[config.mk]
export PLATFORM = sky130hd
export DESIGN_NAME = mem_access_arbiter
export DESIGN_NICKNAME = d
export VERILOG_FILES = /design/src/design/mem_stage_pkg.sv /design/src/design/mem_access_arbiter.sv
export SDC_FILE = /design/constraint.sdc
export NUM_CORES = 1
export LEC_CHECK = 0
export ABC_AREA = 0
export BUFFER_PORTS_ARGS = -buffer_cell sky130_fd_sc_hd__buf_2
export CORE_AREA = 2 2 88 90
export CTS_CLUSTER_DIAMETER = 60
export DETAILED_ROUTE_END_ITERATION = 12
export DIE_AREA = 0 0 90 92
export PLACE_DENSITY = 0.75
export SLEW_MARGIN = 20
export SYNTH_ARGS = -nofsm -noshare
export SYNTH_HDL_FRONTEND = slang
export SYNTH_SLANG_ARGS = --single-unit
export TNS_END_PERCENT = 10
[constraint.sdc]
create_clock -name i_clock -period 0.91 [get_ports i_clock]
set_input_delay 0.1365 -clock i_clock [delete_from_list [all_inputs] [get_ports i_clock]]
set_output_delay 0.1365 -clock i_clock [all_outputs]
set_load 0.05 [all_outputs]
[src/design/mem_stage_pkg.sv]
package mem_stage_pkg;

   ////////////////////////////////////////
   // Sizes.
   ////////////////////////////////////////
   localparam int DATA_W      = 32;
   localparam int NUM_LANES   = 4;
   localparam int MEM_DEPTH   = 256;
   localparam int WORD_ADDR_W = 8;
   localparam int BYTE_ADDR_W = 10;
   localparam int REG_IDX_W   = 5;
   // Derived lane width and lane select width.
   localparam int LANE_W      = DATA_W / NUM_LANES;
   localparam int LANE_SEL_W  = BYTE_ADDR_W - WORD_ADDR_W;

   ////////////////////////////////////////
   // Encodings.
   ////////////////////////////////////////
   typedef enum logic [2:0] {
      MEM_BYTE, MEM_HALF, MEM_WORD, MEM_BYTE_U, MEM_HALF_U
   } mem_op_e;

   // Who owns the access that is in flight.
   typedef enum logic [1:0] {
      OWNER_NONE, OWNER_PIPE, OWNER_DBG
   } owner_e;

   ////////////////////////////////////////
   // Bundles.
   ////////////////////////////////////////
   typedef struct packed {
      logic                   valid;
      logic                   mem_read;
      logic                   mem_write;
      mem_op_e                op;
      logic [BYTE_ADDR_W-1:0] addr;
      logic [DATA_W-1:0]      wdata;
      logic [REG_IDX_W-1:0]   rd_idx;
      logic                   reg_write;
      logic                   mem_to_reg;
      logic                   halt;
      logic [DATA_W-1:0]      alu_result;
   } mem_req_t;

   typedef struct packed {
      logic                   en;
      logic [NUM_LANES-1:0]   we;
      logic [WORD_ADDR_W-1:0] addr;
      logic [DATA_W-1:0]      wdata;
   } ram_port_t;

   typedef struct packed {
      owner_e                owner;
      mem_op_e               op;
      logic [LANE_SEL_W-1:0] offset;
      logic [REG_IDX_W-1:0]  rd_idx;
      logic                  reg_write;
      logic                  mem_to_reg;
      logic                  halt;
      logic [DATA_W-1:0]     alu_data;
   } req_tag_t;

   typedef struct packed {
      logic                 valid;
      logic                 reg_write;
      logic                 mem_to_reg;
      logic [REG_IDX_W-1:0] rd_idx;
      logic                 halt;
      logic [DATA_W-1:0]    alu_data;
      logic [DATA_W-1:0]    mem_data;
   } wb_t;

   typedef struct packed {
      logic              valid;
      logic [DATA_W-1:0] data;
      logic              dirty;
   } dbg_rsp_t;

endpackage
[src/design/mem_access_arbiter.sv]
`timescale 1ns/100ps

module mem_access_arbiter (
   input                                         i_clock,
   input                                         i_soft_reset,
   input                                         i_soft_reset_ack,
   input  mem_stage_pkg::ram_port_t              i_pipe_port,
   input  mem_stage_pkg::req_tag_t               i_pipe_tag,
   input                                         i_pipe_valid,
   input                                         i_dbg_read,
   input  [mem_stage_pkg::WORD_ADDR_W-1:0]       i_dbg_addr,
   output mem_stage_pkg::ram_port_t              o_ram_port,
   output mem_stage_pkg::req_tag_t               o_tag
);

   logic                                   dbg_pend_q;
   logic [mem_stage_pkg::WORD_ADDR_W-1:0]  dbg_addr_q;
   logic [mem_stage_pkg::WORD_ADDR_W-1:0]  dbg_addr;
   logic                                   dbg_req;
   logic                                   pipe_grant;
   logic                                   dbg_grant;

   // A fresh strobe is served right away when the pipeline is quiet.
   assign dbg_req    = i_dbg_read | dbg_pend_q;
   assign dbg_addr   = dbg_pend_q ? dbg_addr_q : i_dbg_addr;
   assign pipe_grant = i_soft_reset_ack & i_pipe_valid;
   assign dbg_grant  = i_soft_reset_ack & ~i_pipe_valid & dbg_req;

   always_comb begin
      o_ram_port = '0;
      if (pipe_grant) begin
         o_ram_port = i_pipe_port;
      end else if (dbg_grant) begin
         o_ram_port.en   = 1'b1;
         o_ram_port.addr = dbg_addr;
      end
   end

   always_ff @(posedge i_clock) begin
      if (!i_soft_reset) begin
         dbg_pend_q <= 1'b0;
         o_tag      <= '0;
      end else begin
         if (dbg_grant) dbg_pend_q <= 1'b0;
         else if (i_dbg_read) dbg_pend_q <= 1'b1;

         // Idle cycles leave owner none so nothing is answered.
         if (pipe_grant) o_tag <= i_pipe_tag;
         else if (dbg_grant) o_tag.owner <= mem_stage_pkg::OWNER_DBG;
         else o_tag.owner <= mem_stage_pkg::OWNER_NONE;
      end
   end

   always_ff @(posedge i_clock) begin
      if (i_dbg_read) dbg_addr_q <= i_dbg_addr;
   end

endmodule

==> flow_metrics.py, run 1 <==
metrics = {
    "pwr": {
        "swShare_pct": 32.1,
        "p_sw_mw": 2.06,
        "p_per_area_nw_per_um2": 1330,
        "p_clk_share_pct": 25.6,
        "p_int_mw": 4.36,
        "power_frac_comb_pct": 31.5,
        "irDropWorstVdd_mv": 0.577,
        "p_leak_nw": 2.19,
        "power_mw": 6.42,
        "pwr-share-seq_pct": 42.9,
    },
    "finish": {
        "area_growth_syn_to_layout_pct": 85.8,
        "most-common-layout-cells": "buf_2 (102), nand2_1 (100), buf_6 (50)",
        "stdcell_area_um2": 4810,
        "drive_above_1_share_pct": 64.8,
        "fillCellCount": 592,
        "antenna_cells": 0,
        "layout_commonest_cell": "buf_2",
        "nets": 587,
    },
    "logic_synthesis": {
        "synth_cell_types": 21,
        "ys_seq_elements": 56,
        "yosysWarningCount": 0,
        "syn_area_um2": 2590,
        "synth_cells": 286,
        "synth_seq_area_share_pct": 46.4,
        "avgSynthCellArea_um2": 9.06,
        "syn_nets": 391,
    },
    "floorplanning": {
        "die_y_um": 92,
        "die_width_um": 90,
        "fp-row-count": 32,
        "core_area_um2": 7450,
        "ioPinCount": 197,
        "start_util_pct": 34.8,
        "die-area_um2": 8280,
    },
    "worst_setup_path": {
        "cpPeakStageDelay_ns": 0.40,
        "path_cells": "buf_6, mux2i_1, o21ai_2, buf_6",
        "end_kind": "output pin",
        "crit_buf_inv": 2,
        "r2r_setup_slack_ns": -0.06,
        "start_kind": "register",
        "cpLargestDelayFamily": "flip-flops",
        "cp_max_fo": 5,
        "critPathSlowestCell": "dfxtp_4",
        "critPathKind": "register to output pin",
        "crit_arrival_ns": 1.34,
        "worst_ep_required_time_ns": 0.77,
        "crit_path_frequent_cell": "buf_6",
    },
    "placement": {
        "hpwlAfterDp_um": 5900,
        "io_buffer_count": 196,
        "place_area_um2": 3710,
        "place.gp.congestion": 0.862,
    },
    "route": {
        "via_count": 2769,
        "routed_wl_um": 8630,
        "drt_iter0_drc": 52,
        "avgRoutedWirePerCell_um": 14.7,
        "post-route-drc-count": 0,
        "top_layer": "met4",
        "wl_met3_um": 499,
        "route.met2.wl_um": 4940,
        "drtPass1Iterations": 4,
        "ant_nets": 0,
        "vias_per_cell": 4.73,
        "wl_met1_um": 3040,
    },
    "status": {
        "outcome": "complete, but fails checks",
        "violations": "setup timing",
    },
    "timing": {
        "final.period_utilization_pct": 162,
        "fin_crit_ns": 1.48,
        "finalHoldViolCount": 0,
        "drv_slew": 0,
        "layout_setup_ws_ns": -0.568,
        "fin_skew_ns": 0.00132,
        "grt_setup_unrepaired": "yes",
        "slew_headroom_pct": 81.0,
        "fmax_mhz": 677,
        "tightest_slew_ns": 0.284,
        "setup_violations": 57,
    },
    "worst_hold_path": {
        "min_path_type": "input port to register",
    },
    "clock_network": {
        "ctsRootBufferMaster": "clkbuf_8",
        "clock_latency_ns": 0.30,
        "path_clk_slew_ns": 0.10,
        "cts_tree": "done",
        "cts_sinks": 56,
        "clk_path_buf_depth": 2,
        "cts_buffers": 5,
        "htree_levels": 2,
    },
    "flow_run": {
        "cap_violations": 0,
    },
    "global_route": {
        "antenna_found_initial": 0,
        "grt_pass1_wl_um": 12900,
        "grt_pass1_vias": 2733,
        "track_usage_pct": 19.6,
        "grt_max_degree": 49,
        "overflow": 0,
    },
}
cells in the mapped netlist:
master | n | share of area [%]
a21boi_0 | 6 | 1.7
a21boi_1 | 20 | 5.8
a21boi_2 | 20 | 8.7
and2_4 | 1 | 0.34
and2b_1 | 1 | 0.29
and3_1 | 37 | 8.9
buf_2 | 2 | 0.39
buf_4 | 3 | 0.87
buf_6 | 7 | 3.0
buf_8 | 2 | 1.2
clkbuf_1 | 7 | 1.0
clkbuf_2 | 3 | 0.58
dfxtp_1 | 48 | 37
edfxtp_1 | 8 | 9.3
mux2i_1 | 8 | 3.1
nand2_1 | 101 | 15
nand2_8 | 1 | 0.77
nor2_1 | 1 | 0.14
nor3b_1 | 1 | 0.29
o21ai_0 | 8 | 1.5
o21ai_2 | 1 | 0.34
power by group through the flow:
stage          clock, mW  sequential (mW)  combinational [mW]
6_report            1.64             2.75                2.02
5_1_grt             1.81             2.77                2.12
4_1_cts             1.70             2.75                1.95
3_5_place_dp           0             2.76                1.59
3_3_place_gp           0             2.75                1.57
2_1_floorplan          0             3.07               0.794
sequential cells by signal, indices dropped and copies added (netlist names):
name / flops
dbg_pend_q: 1
o_tag: 47
dbg_addr_q: 8
worst reg2reg max path, stage by stage, from the launching register on:
cell and delay (ns):
dfxtp_4 0.38, buf_6 0.13, o21ai_4 0.24, a21boi_1 0.11
layer usage:
layer	vias up	track usage, %
li1	1339	-
met1	1289	19.2
met2	129	40.1
met3	12	4.27
met4	0	6.54
met5	-	0
per-stage QoR:
| stage | instances | setup TNS (ns) | hold slack, ns | utilization (%) | setup WS [ns] |
|---|---|---|---|---|---|
| after global placement | 569 | -21.67 | 0.329 | 49.8 | -0.368 |
| after floorplan | 286 | -8.86 | 0.235 | - | -0.302 |
| after CTS | 582 | -7.28 | 0.00324 | 62.6 | -0.561 |
| after global routing | 585 | -9.15 | 0.00504 | 64.6 | -0.629 |
| final | 585 | -6.48 | 0.0282 | 64.6 | -0.568 |
| after detailed placement | 569 | -24.31 | 0.330 | 49.8 | -0.383 |
what timing repair did:
action / in CTS / in global routing
gates resized for setup: 271 / 31
cloned: 1 / 0
endpoints found under the hold margin: 0 / 3
pin swaps: 6 / 6
hold buffers: 0 / 3
endpoints found under the setup margin: 96 / 96
setup buffers: 4 / 0
final timing paths:
path / startpoint / endpoint / cells after the start
setup / recovery: dbg_pend_q / o_ram_port[34] / 4
hold / removal: i_dbg_addr[7] / dbg_addr_q[7] / 1
setup reg to reg: dbg_pend_q / o_tag[46] / 3
hold reg to reg: o_tag[36] / o_tag[36] / 2
cell families after synthesis:
| family | Yosys count | share of synthesized area (%) |
|---|---|---|
| AND/OR/NAND/NOR | 143 | 25.4 |
| flip-flops | 56 | 46.4 |
| AO/OA/AOI/OAI | 55 | 18.1 |
| buffers and inverters | 24 | 7.05 |
| multiplexers | 8 | 3.09 |
cell type report:
class	instances	area [um^2]	share of cell area, %
flip-flops and latches	56	1260	26.3
clock buffers	5	68.8	1.43
repair buffers	212	1950	40.5
well taps	102	128	2.65
clock inverters	3	46.3	0.962
multi-input cells	207	1360	28.2
No activity file was read; power rests on OpenSTA's default activity.
==> run 2, diff against run 1 <==
--- a/config.mk
+++ b/config.mk
@@ -18,2 +18 @@
 export SYNTH_SLANG_ARGS = --single-unit
-export TNS_END_PERCENT = 10
--- a/constraint.sdc
+++ b/constraint.sdc
@@ -3,2 +3,2 @@
 set_output_delay 0.1365 -clock i_clock [all_outputs]
-set_load 0.05 [all_outputs]
+set_load 0.1 [all_outputs]
==> flow_metrics.py, run 2 (synthesis gave the netlist of run 1 again) <==
metrics = {
    "status": {
        "outcome": "complete, but fails checks",
        "violations": "setup timing",
    },
    "global_route": {
        "overflow": 0,
        "grt_pass1_wl_um": 15700,
        "track_usage_pct": 24.1,
        "grt_max_degree": 46,
        "grt_pass1_vias": 3011,
        "antenna_found_initial": 2,
    },
    "finish": {
        "top_regs": "o_tag (47), dbg_addr_q (8), dbg_pend_q (1)",
        "utilization_pct": 82.8,
        "drive_above_1_share_pct": 72.9,
        "stdcell_area_um2": 6160,
        "largest_reg_flops": 47,
        "top_register": "o_tag",
        "antenna_cells": 0,
        "fillCellCount": 411,
        "area_growth_syn_to_layout_pct": 138,
        "layout_commonest_cell": "buf_12",
        "most-common-layout-cells": "buf_12 (105), buf_2 (102), nand2_1 (100)",
        "nets": 606,
    },
    "timing": {
        "slew_headroom_pct": 83.0,
        "fin_skew_ns": 0.000128,
        "tightest_slew_ns": 0.250,
        "fin_worst_hold_slack_ns": 0.0442,
        "fmax_mhz": 640,
        "layout_setup_ws_ns": -0.652,
        "finalHoldViolCount": 0,
        "final.period_utilization_pct": 172,
        "setup_violations": 95,
        "grt_setup_unrepaired": "yes",
        "drv_slew": 0,
        "fin_crit_ns": 1.56,
    },
    "worst_setup_path": {
        "end_kind": "output pin",
        "timing.rr.end": "o_tag[46]",
        "critPathKind": "register to output pin",
        "worst_ep_required_time_ns": 0.77,
        "crit_arrival_ns": 1.43,
        "start_kind": "register",
        "reg2regPathDepth": 4,
        "r2r_setup_slack_ns": -0.07,
        "reg2reg_from": "dbg_pend_q",
        "cp_max_fo": 7,
    },
    "pwr": {
        "p_leak_nw": 2.52,
        "p_per_area_nw_per_um2": 1210,
        "power_mw": 7.48,
        "irDropWorstVdd_mv": 0.906,
    },
    "clock_network": {
        "clock_latency_ns": 0.30,
        "cts_tree": "done",
        "htree_levels": 2,
        "cts_buffers": 5,
        "cts_sinks": 56,
        "ctsRootBufferMaster": "clkbuf_8",
        "path_clk_slew_ns": 0.10,
        "clk_path_buf_depth": 2,
        "postCtsHoldBufs": 0,
    },
    "worst_hold_path": {
        "hp-start": "i_pipe_tag[0]",
        "min_path_type": "input port to register",
        "holdPathEnd": "o_tag[0]",
        "hold_depth": 3,
    },
    "floorplanning": {
        "die-area_um2": 8280,
        "fp-row-count": 32,
        "core_area_um2": 7450,
        "start_util_pct": 34.8,
        "ioPinCount": 197,
        "die_y_um": 92,
        "die_width_um": 90,
    },
    "flow_run": {
        "cap_violations": 0,
    },
    "placement": {
        "place_area_um2": 5480,
        "dp_slack_ns": -0.388,
        "place.gp.congestion": 0.786,
        "io_buffer_count": 196,
        "hpwlAfterDp_um": 7330,
    },
    "route": {
        "ant_nets": 0,
        "drtPass1Iterations": 4,
        "via_count": 2973,
        "vias_per_cell": 4.92,
        "post-route-drc-count": 0,
        "routed_wl_um": 11100,
        "avgRoutedWirePerCell_um": 18.3,
        "drt_iter0_drc": 97,
    },
}
## run 2: cell types whose count changed in the layout (fill, tap and decap cells not counted), sizes merged
cell         previous run  this run
dlygate4sd3             3         0
clkinvlp                1         0
buf                   209       230
o21ai                  10         9
clkbuf                  5         6
bufinv                  1         0
inv                     1         0
nand2                 102       103
clkinv                  0         3
## run 2: worst max-delay path, stage by stage, from the launching register on
cell and delay, ns:
dfxtp_4 0.38, buf_6 0.13, o21ai_4 0.07, buf_12 0.16, o21ai_4 0.17, buf_12 0.20
## run 2: what timing repair did
item / CTS / global route
hold endpoints to repair: 0 / 0
pin swaps: 32 / 24
buffers inserted: 3 / 13
cloned: 6 / 2
resized for setup: 54 / 23
setup endpoints to repair: 100 / 119
## run 2: area by class of cell
| class | count | area (um^2) | share of cell area (%) |
|---|---|---|---|
| Clock inverter | 3 | 18.8 | 0.304 |
| Sequential cell | 56 | 1380 | 22.3 |
| Tap cell | 102 | 128 | 2.07 |
| Multi-Input combinational cell | 207 | 1610 | 26.2 |
| Timing Repair Buffer | 231 | 2960 | 48.0 |
| Clock buffer | 5 | 68.8 | 1.12 |
## run 2: metal layers
layer | vias up | global-route usage (%) | part of all wire, %
met2 | 144 | 49.1 | 57
li1 | 1388 | - | -
met4 | 4 | 6.92 | 2.0
met5 | - | 0 | 0.24
met1 | 1415 | 23.4 | 35
met3 | 22 | 6.57 | 6.1
## run 2: report_power, final
part           switching, mW  internal, mW  leakage [nW]
clock                  0.810         0.539        0.0479
combinational           2.03          1.40          1.97
sequential             0.127          2.57         0.505
total                   2.97          4.51          2.52
## run 2: per-stage QoR
stage               TNS [ns]  std cells
global route          -13.77        604
finish                -11.81        604
global placement      -19.69        574
detailed placement    -22.10        574
floorplan              -4.69        286
CTS                   -11.43        591
## run 2: worst max-delay path by stage
stage,startpoint,depth (start not counted),end
6_report,dbg_pend_q,5,o_ram_port[32]
5_1_grt,dbg_pend_q,5,o_ram_port[32]
4_1_cts,dbg_pend_q,4,o_ram_port[32]
3_5_place_dp,i_pipe_valid,6,o_tag[26]
3_3_place_gp,dbg_pend_q,4,o_ram_port[39]
2_1_floorplan,dbg_pend_q,3,o_ram_port[32]
==> run 3, diff against run 2 <==
CELL_PAD_IN_SITES_DETAIL_PLACEMENT = 0   (was not set)
CELL_PAD_IN_SITES_GLOBAL_PLACEMENT = 1   (was not set)
CORE_AREA = 2 2 107 109   (was 2 2 88 90)
DIE_AREA = 0 0 109 111   (was 0 0 90 92)
PLACE_DENSITY = not set   (was 0.75)
PLACE_DENSITY_LB_ADDON = 0.1   (was not set)
==> flow_metrics.py, run 3 (synthesis gave the netlist of run 1 again) <==
metrics = {
    "status": {
        "outcome": "complete, but fails checks",
        "violations": "setup timing",
    },
    "pwr": {
        "p_leak_nw": 2.87,
        "p_per_area_nw_per_um2": 1240,
        "p_sw_mw": 3.07,
        "swShare_pct": 36.2,
        "p_int_mw": 5.40,
        "power_frac_comb_pct": 42.6,
        "pwr-share-seq_pct": 31.9,
        "p_clk_share_pct": 25.4,
        "irDropWorstVdd_mv": 0.759,
    },
    "finish": {
        "top_regs": "o_tag (47), dbg_addr_q (8), dbg_pend_q (1)",
        "stdcell_area_um2": 6820,
        "multiInputGateArea_um2": 1840,
        "most-common-layout-cells": "buf_12 (104), buf_2 (102), nand2_1 (67)",
        "top_register": "o_tag",
        "layout_commonest_cell": "buf_12",
        "antenna_cells": 0,
        "drive_above_1_share_pct": 82.0,
        "area_growth_syn_to_layout_pct": 163,
        "utilization_pct": 61.6,
        "fillCellCount": 902,
        "largest_reg_flops": 47,
        "nets": 633,
        "layout.area.seq_um2": 1370,
    },
    "worst_setup_path": {
        "timing.rr.end": "o_tag[46]",
        "critPathSlowestCell": "dfxtp_2",
        "reg2reg_from": "dbg_pend_q",
        "r2r_setup_slack_ns": -0.15,
        "crit_arrival_ns": 1.34,
        "worst_ep_required_time_ns": 0.77,
        "end_kind": "output pin",
        "cp_max_fo": 4,
        "start_kind": "register",
        "critPathKind": "register to output pin",
        "path_cells": "buf_6, o21ai_4, buf_6, o21ai_4, buf_12",
        "cpPeakStageDelay_ns": 0.34,
        "reg2regPathDepth": 5,
    },
    "clock_network": {
        "clk_path_buf_depth": 2,
        "cts_sinks": 56,
        "ctsRootBufferMaster": "clkbuf_16",
        "cts_tree": "done",
        "cts_buffers": 5,
        "htree_levels": 2,
        "path_clk_slew_ns": 0.07,
        "clock_latency_ns": 0.28,
    },
    "floorplanning": {
        "die-area_um2": 12100,
        "die_y_um": 111,
        "die_width_um": 109,
        "fp-row-count": 39,
        "start_util_pct": 23.4,
        "core_area_um2": 11100,
        "ioPinCount": 197,
    },
    "flow_run": {
        "cap_violations": 0,
    },
    "timing": {
        "fin_skew_ns": 0.000509,
        "fin_crit_ns": 1.48,
        "grt_setup_unrepaired": "yes",
        "tightest_slew_ns": 0.216,
        "final.period_utilization_pct": 163,
        "setup_violations": 137,
        "fin_worst_hold_slack_ns": 0.0618,
        "layout_setup_ws_ns": -0.570,
        "finalHoldViolCount": 0,
        "slew_headroom_pct": 85.3,
        "fmax_mhz": 676,
        "drv_slew": 0,
    },
    "placement": {
        "io_buffer_count": 196,
        "place.gp.congestion": 0.738,
        "dp_slack_ns": -0.332,
        "hpwlAfterDp_um": 7180,
        "place_area_um2": 5670,
    },
    "route": {
        "vias_per_cell": 4.43,
        "ant_nets": 0,
        "routed_wl_um": 10800,
        "drt_iter0_drc": 72,
        "via_count": 2976,
        "drtPass1Iterations": 4,
        "post-route-drc-count": 0,
        "avgRoutedWirePerCell_um": 16.1,
    },
    "global_route": {
        "overflow": 0,
        "grt_max_degree": 34,
        "antenna_found_initial": 0,
        "grt_pass1_wl_um": 16000,
        "track_usage_pct": 17.1,
        "grt_pass1_vias": 2946,
    },
    "worst_hold_path": {
        "min_path_type": "input port to register",
        "hp-start": "i_dbg_addr[5]",
        "hold_depth": 1,
        "holdPathEnd": "dbg_addr_q[5]",
    },
}
## run 3: cell types whose count changed in the layout (fill, tap and decap cells not counted), sizes merged
| cell | previous run | this run |
|---|---|---|
| buf | 230 | 255 |
| clkbuf | 6 | 9 |
| clkinv | 3 | 1 |
| bufinv | 0 | 1 |
| clkinvlp | 0 | 1 |
| nand2 | 103 | 102 |
## run 3: worst max-delay path, delay by kind of cell, from the launching register on
kind	cells	cell delay, ns
compound gates	2	0.26
flops	1	0.34
buf+inv	3	0.46
## run 3: what timing repair did
| action | CTS | global route |
|---|---|---|
| resized for setup | 65 | 79 |
| cloned | 12 | 4 |
| buffers inserted | 12 | 21 |
| hold endpoints to repair | 0 | 0 |
| pin swaps | 48 | 72 |
| endpoints found under the setup margin | 93 | 139 |
| hold buffers | 0 | 0 |
## run 3: area by class of cell
type | instances | area share, %
timing repair buffer | 259 | 47.8
sequential | 56 | 20.1
clock inverter | 3 | 0.624
multi-input combinational | 206 | 26.9
tap | 143 | 2.62
clock buffer | 5 | 1.83
## run 3: power groups by stage
stage | clock network (mW) | registers, mW | logic (mW)
2_1_floorplan | 0 | 3.36 | 1.27
3_3_place_gp | 0 | 2.73 | 3.12
3_5_place_dp | 0 | 2.74 | 3.14
4_1_cts | 2.26 | 2.69 | 3.51
5_1_grt | 2.34 | 2.72 | 3.75
6_report | 2.15 | 2.70 | 3.61
## run 3: layer usage
layer  wire, um  track usage [%]  share of wire (%)  up-vias
met4        202             4.70                1.9        0
met5          0                0                  0        -
met3        978             5.06                9.1       16
met2       5850             31.5                 54      132
li1           -                -                  -     1442
met1       3760             18.4                 35     1386
## run 3: worst max-delay path by stage
stage                           startpoint             end  slack (ns)
final                           dbg_pend_q  o_ram_port[35]       -0.57
after global routing            dbg_pend_q  o_ram_port[35]       -0.62
after CTS                       dbg_pend_q  o_ram_port[35]       -0.59
after detailed placement      i_pipe_valid  o_ram_port[35]       -0.33
after global placement    i_soft_reset_ack       o_tag[46]       -0.32
after floorplan                 dbg_pend_q  o_ram_port[32]       -0.49
## run 3: stage by stage
step | std cells | setup TNS (ns) | power (mW)
2_1_floorplan | 286 | -4.69 | 4.64
3_3_place_gp | 624 | -15.69 | 5.85
3_5_place_dp | 624 | -17.23 | 5.87
4_1_cts | 656 | -21.09 | 8.47
5_1_grt | 672 | -21.22 | 8.80
6_report | 672 | -17.40 | 8.47
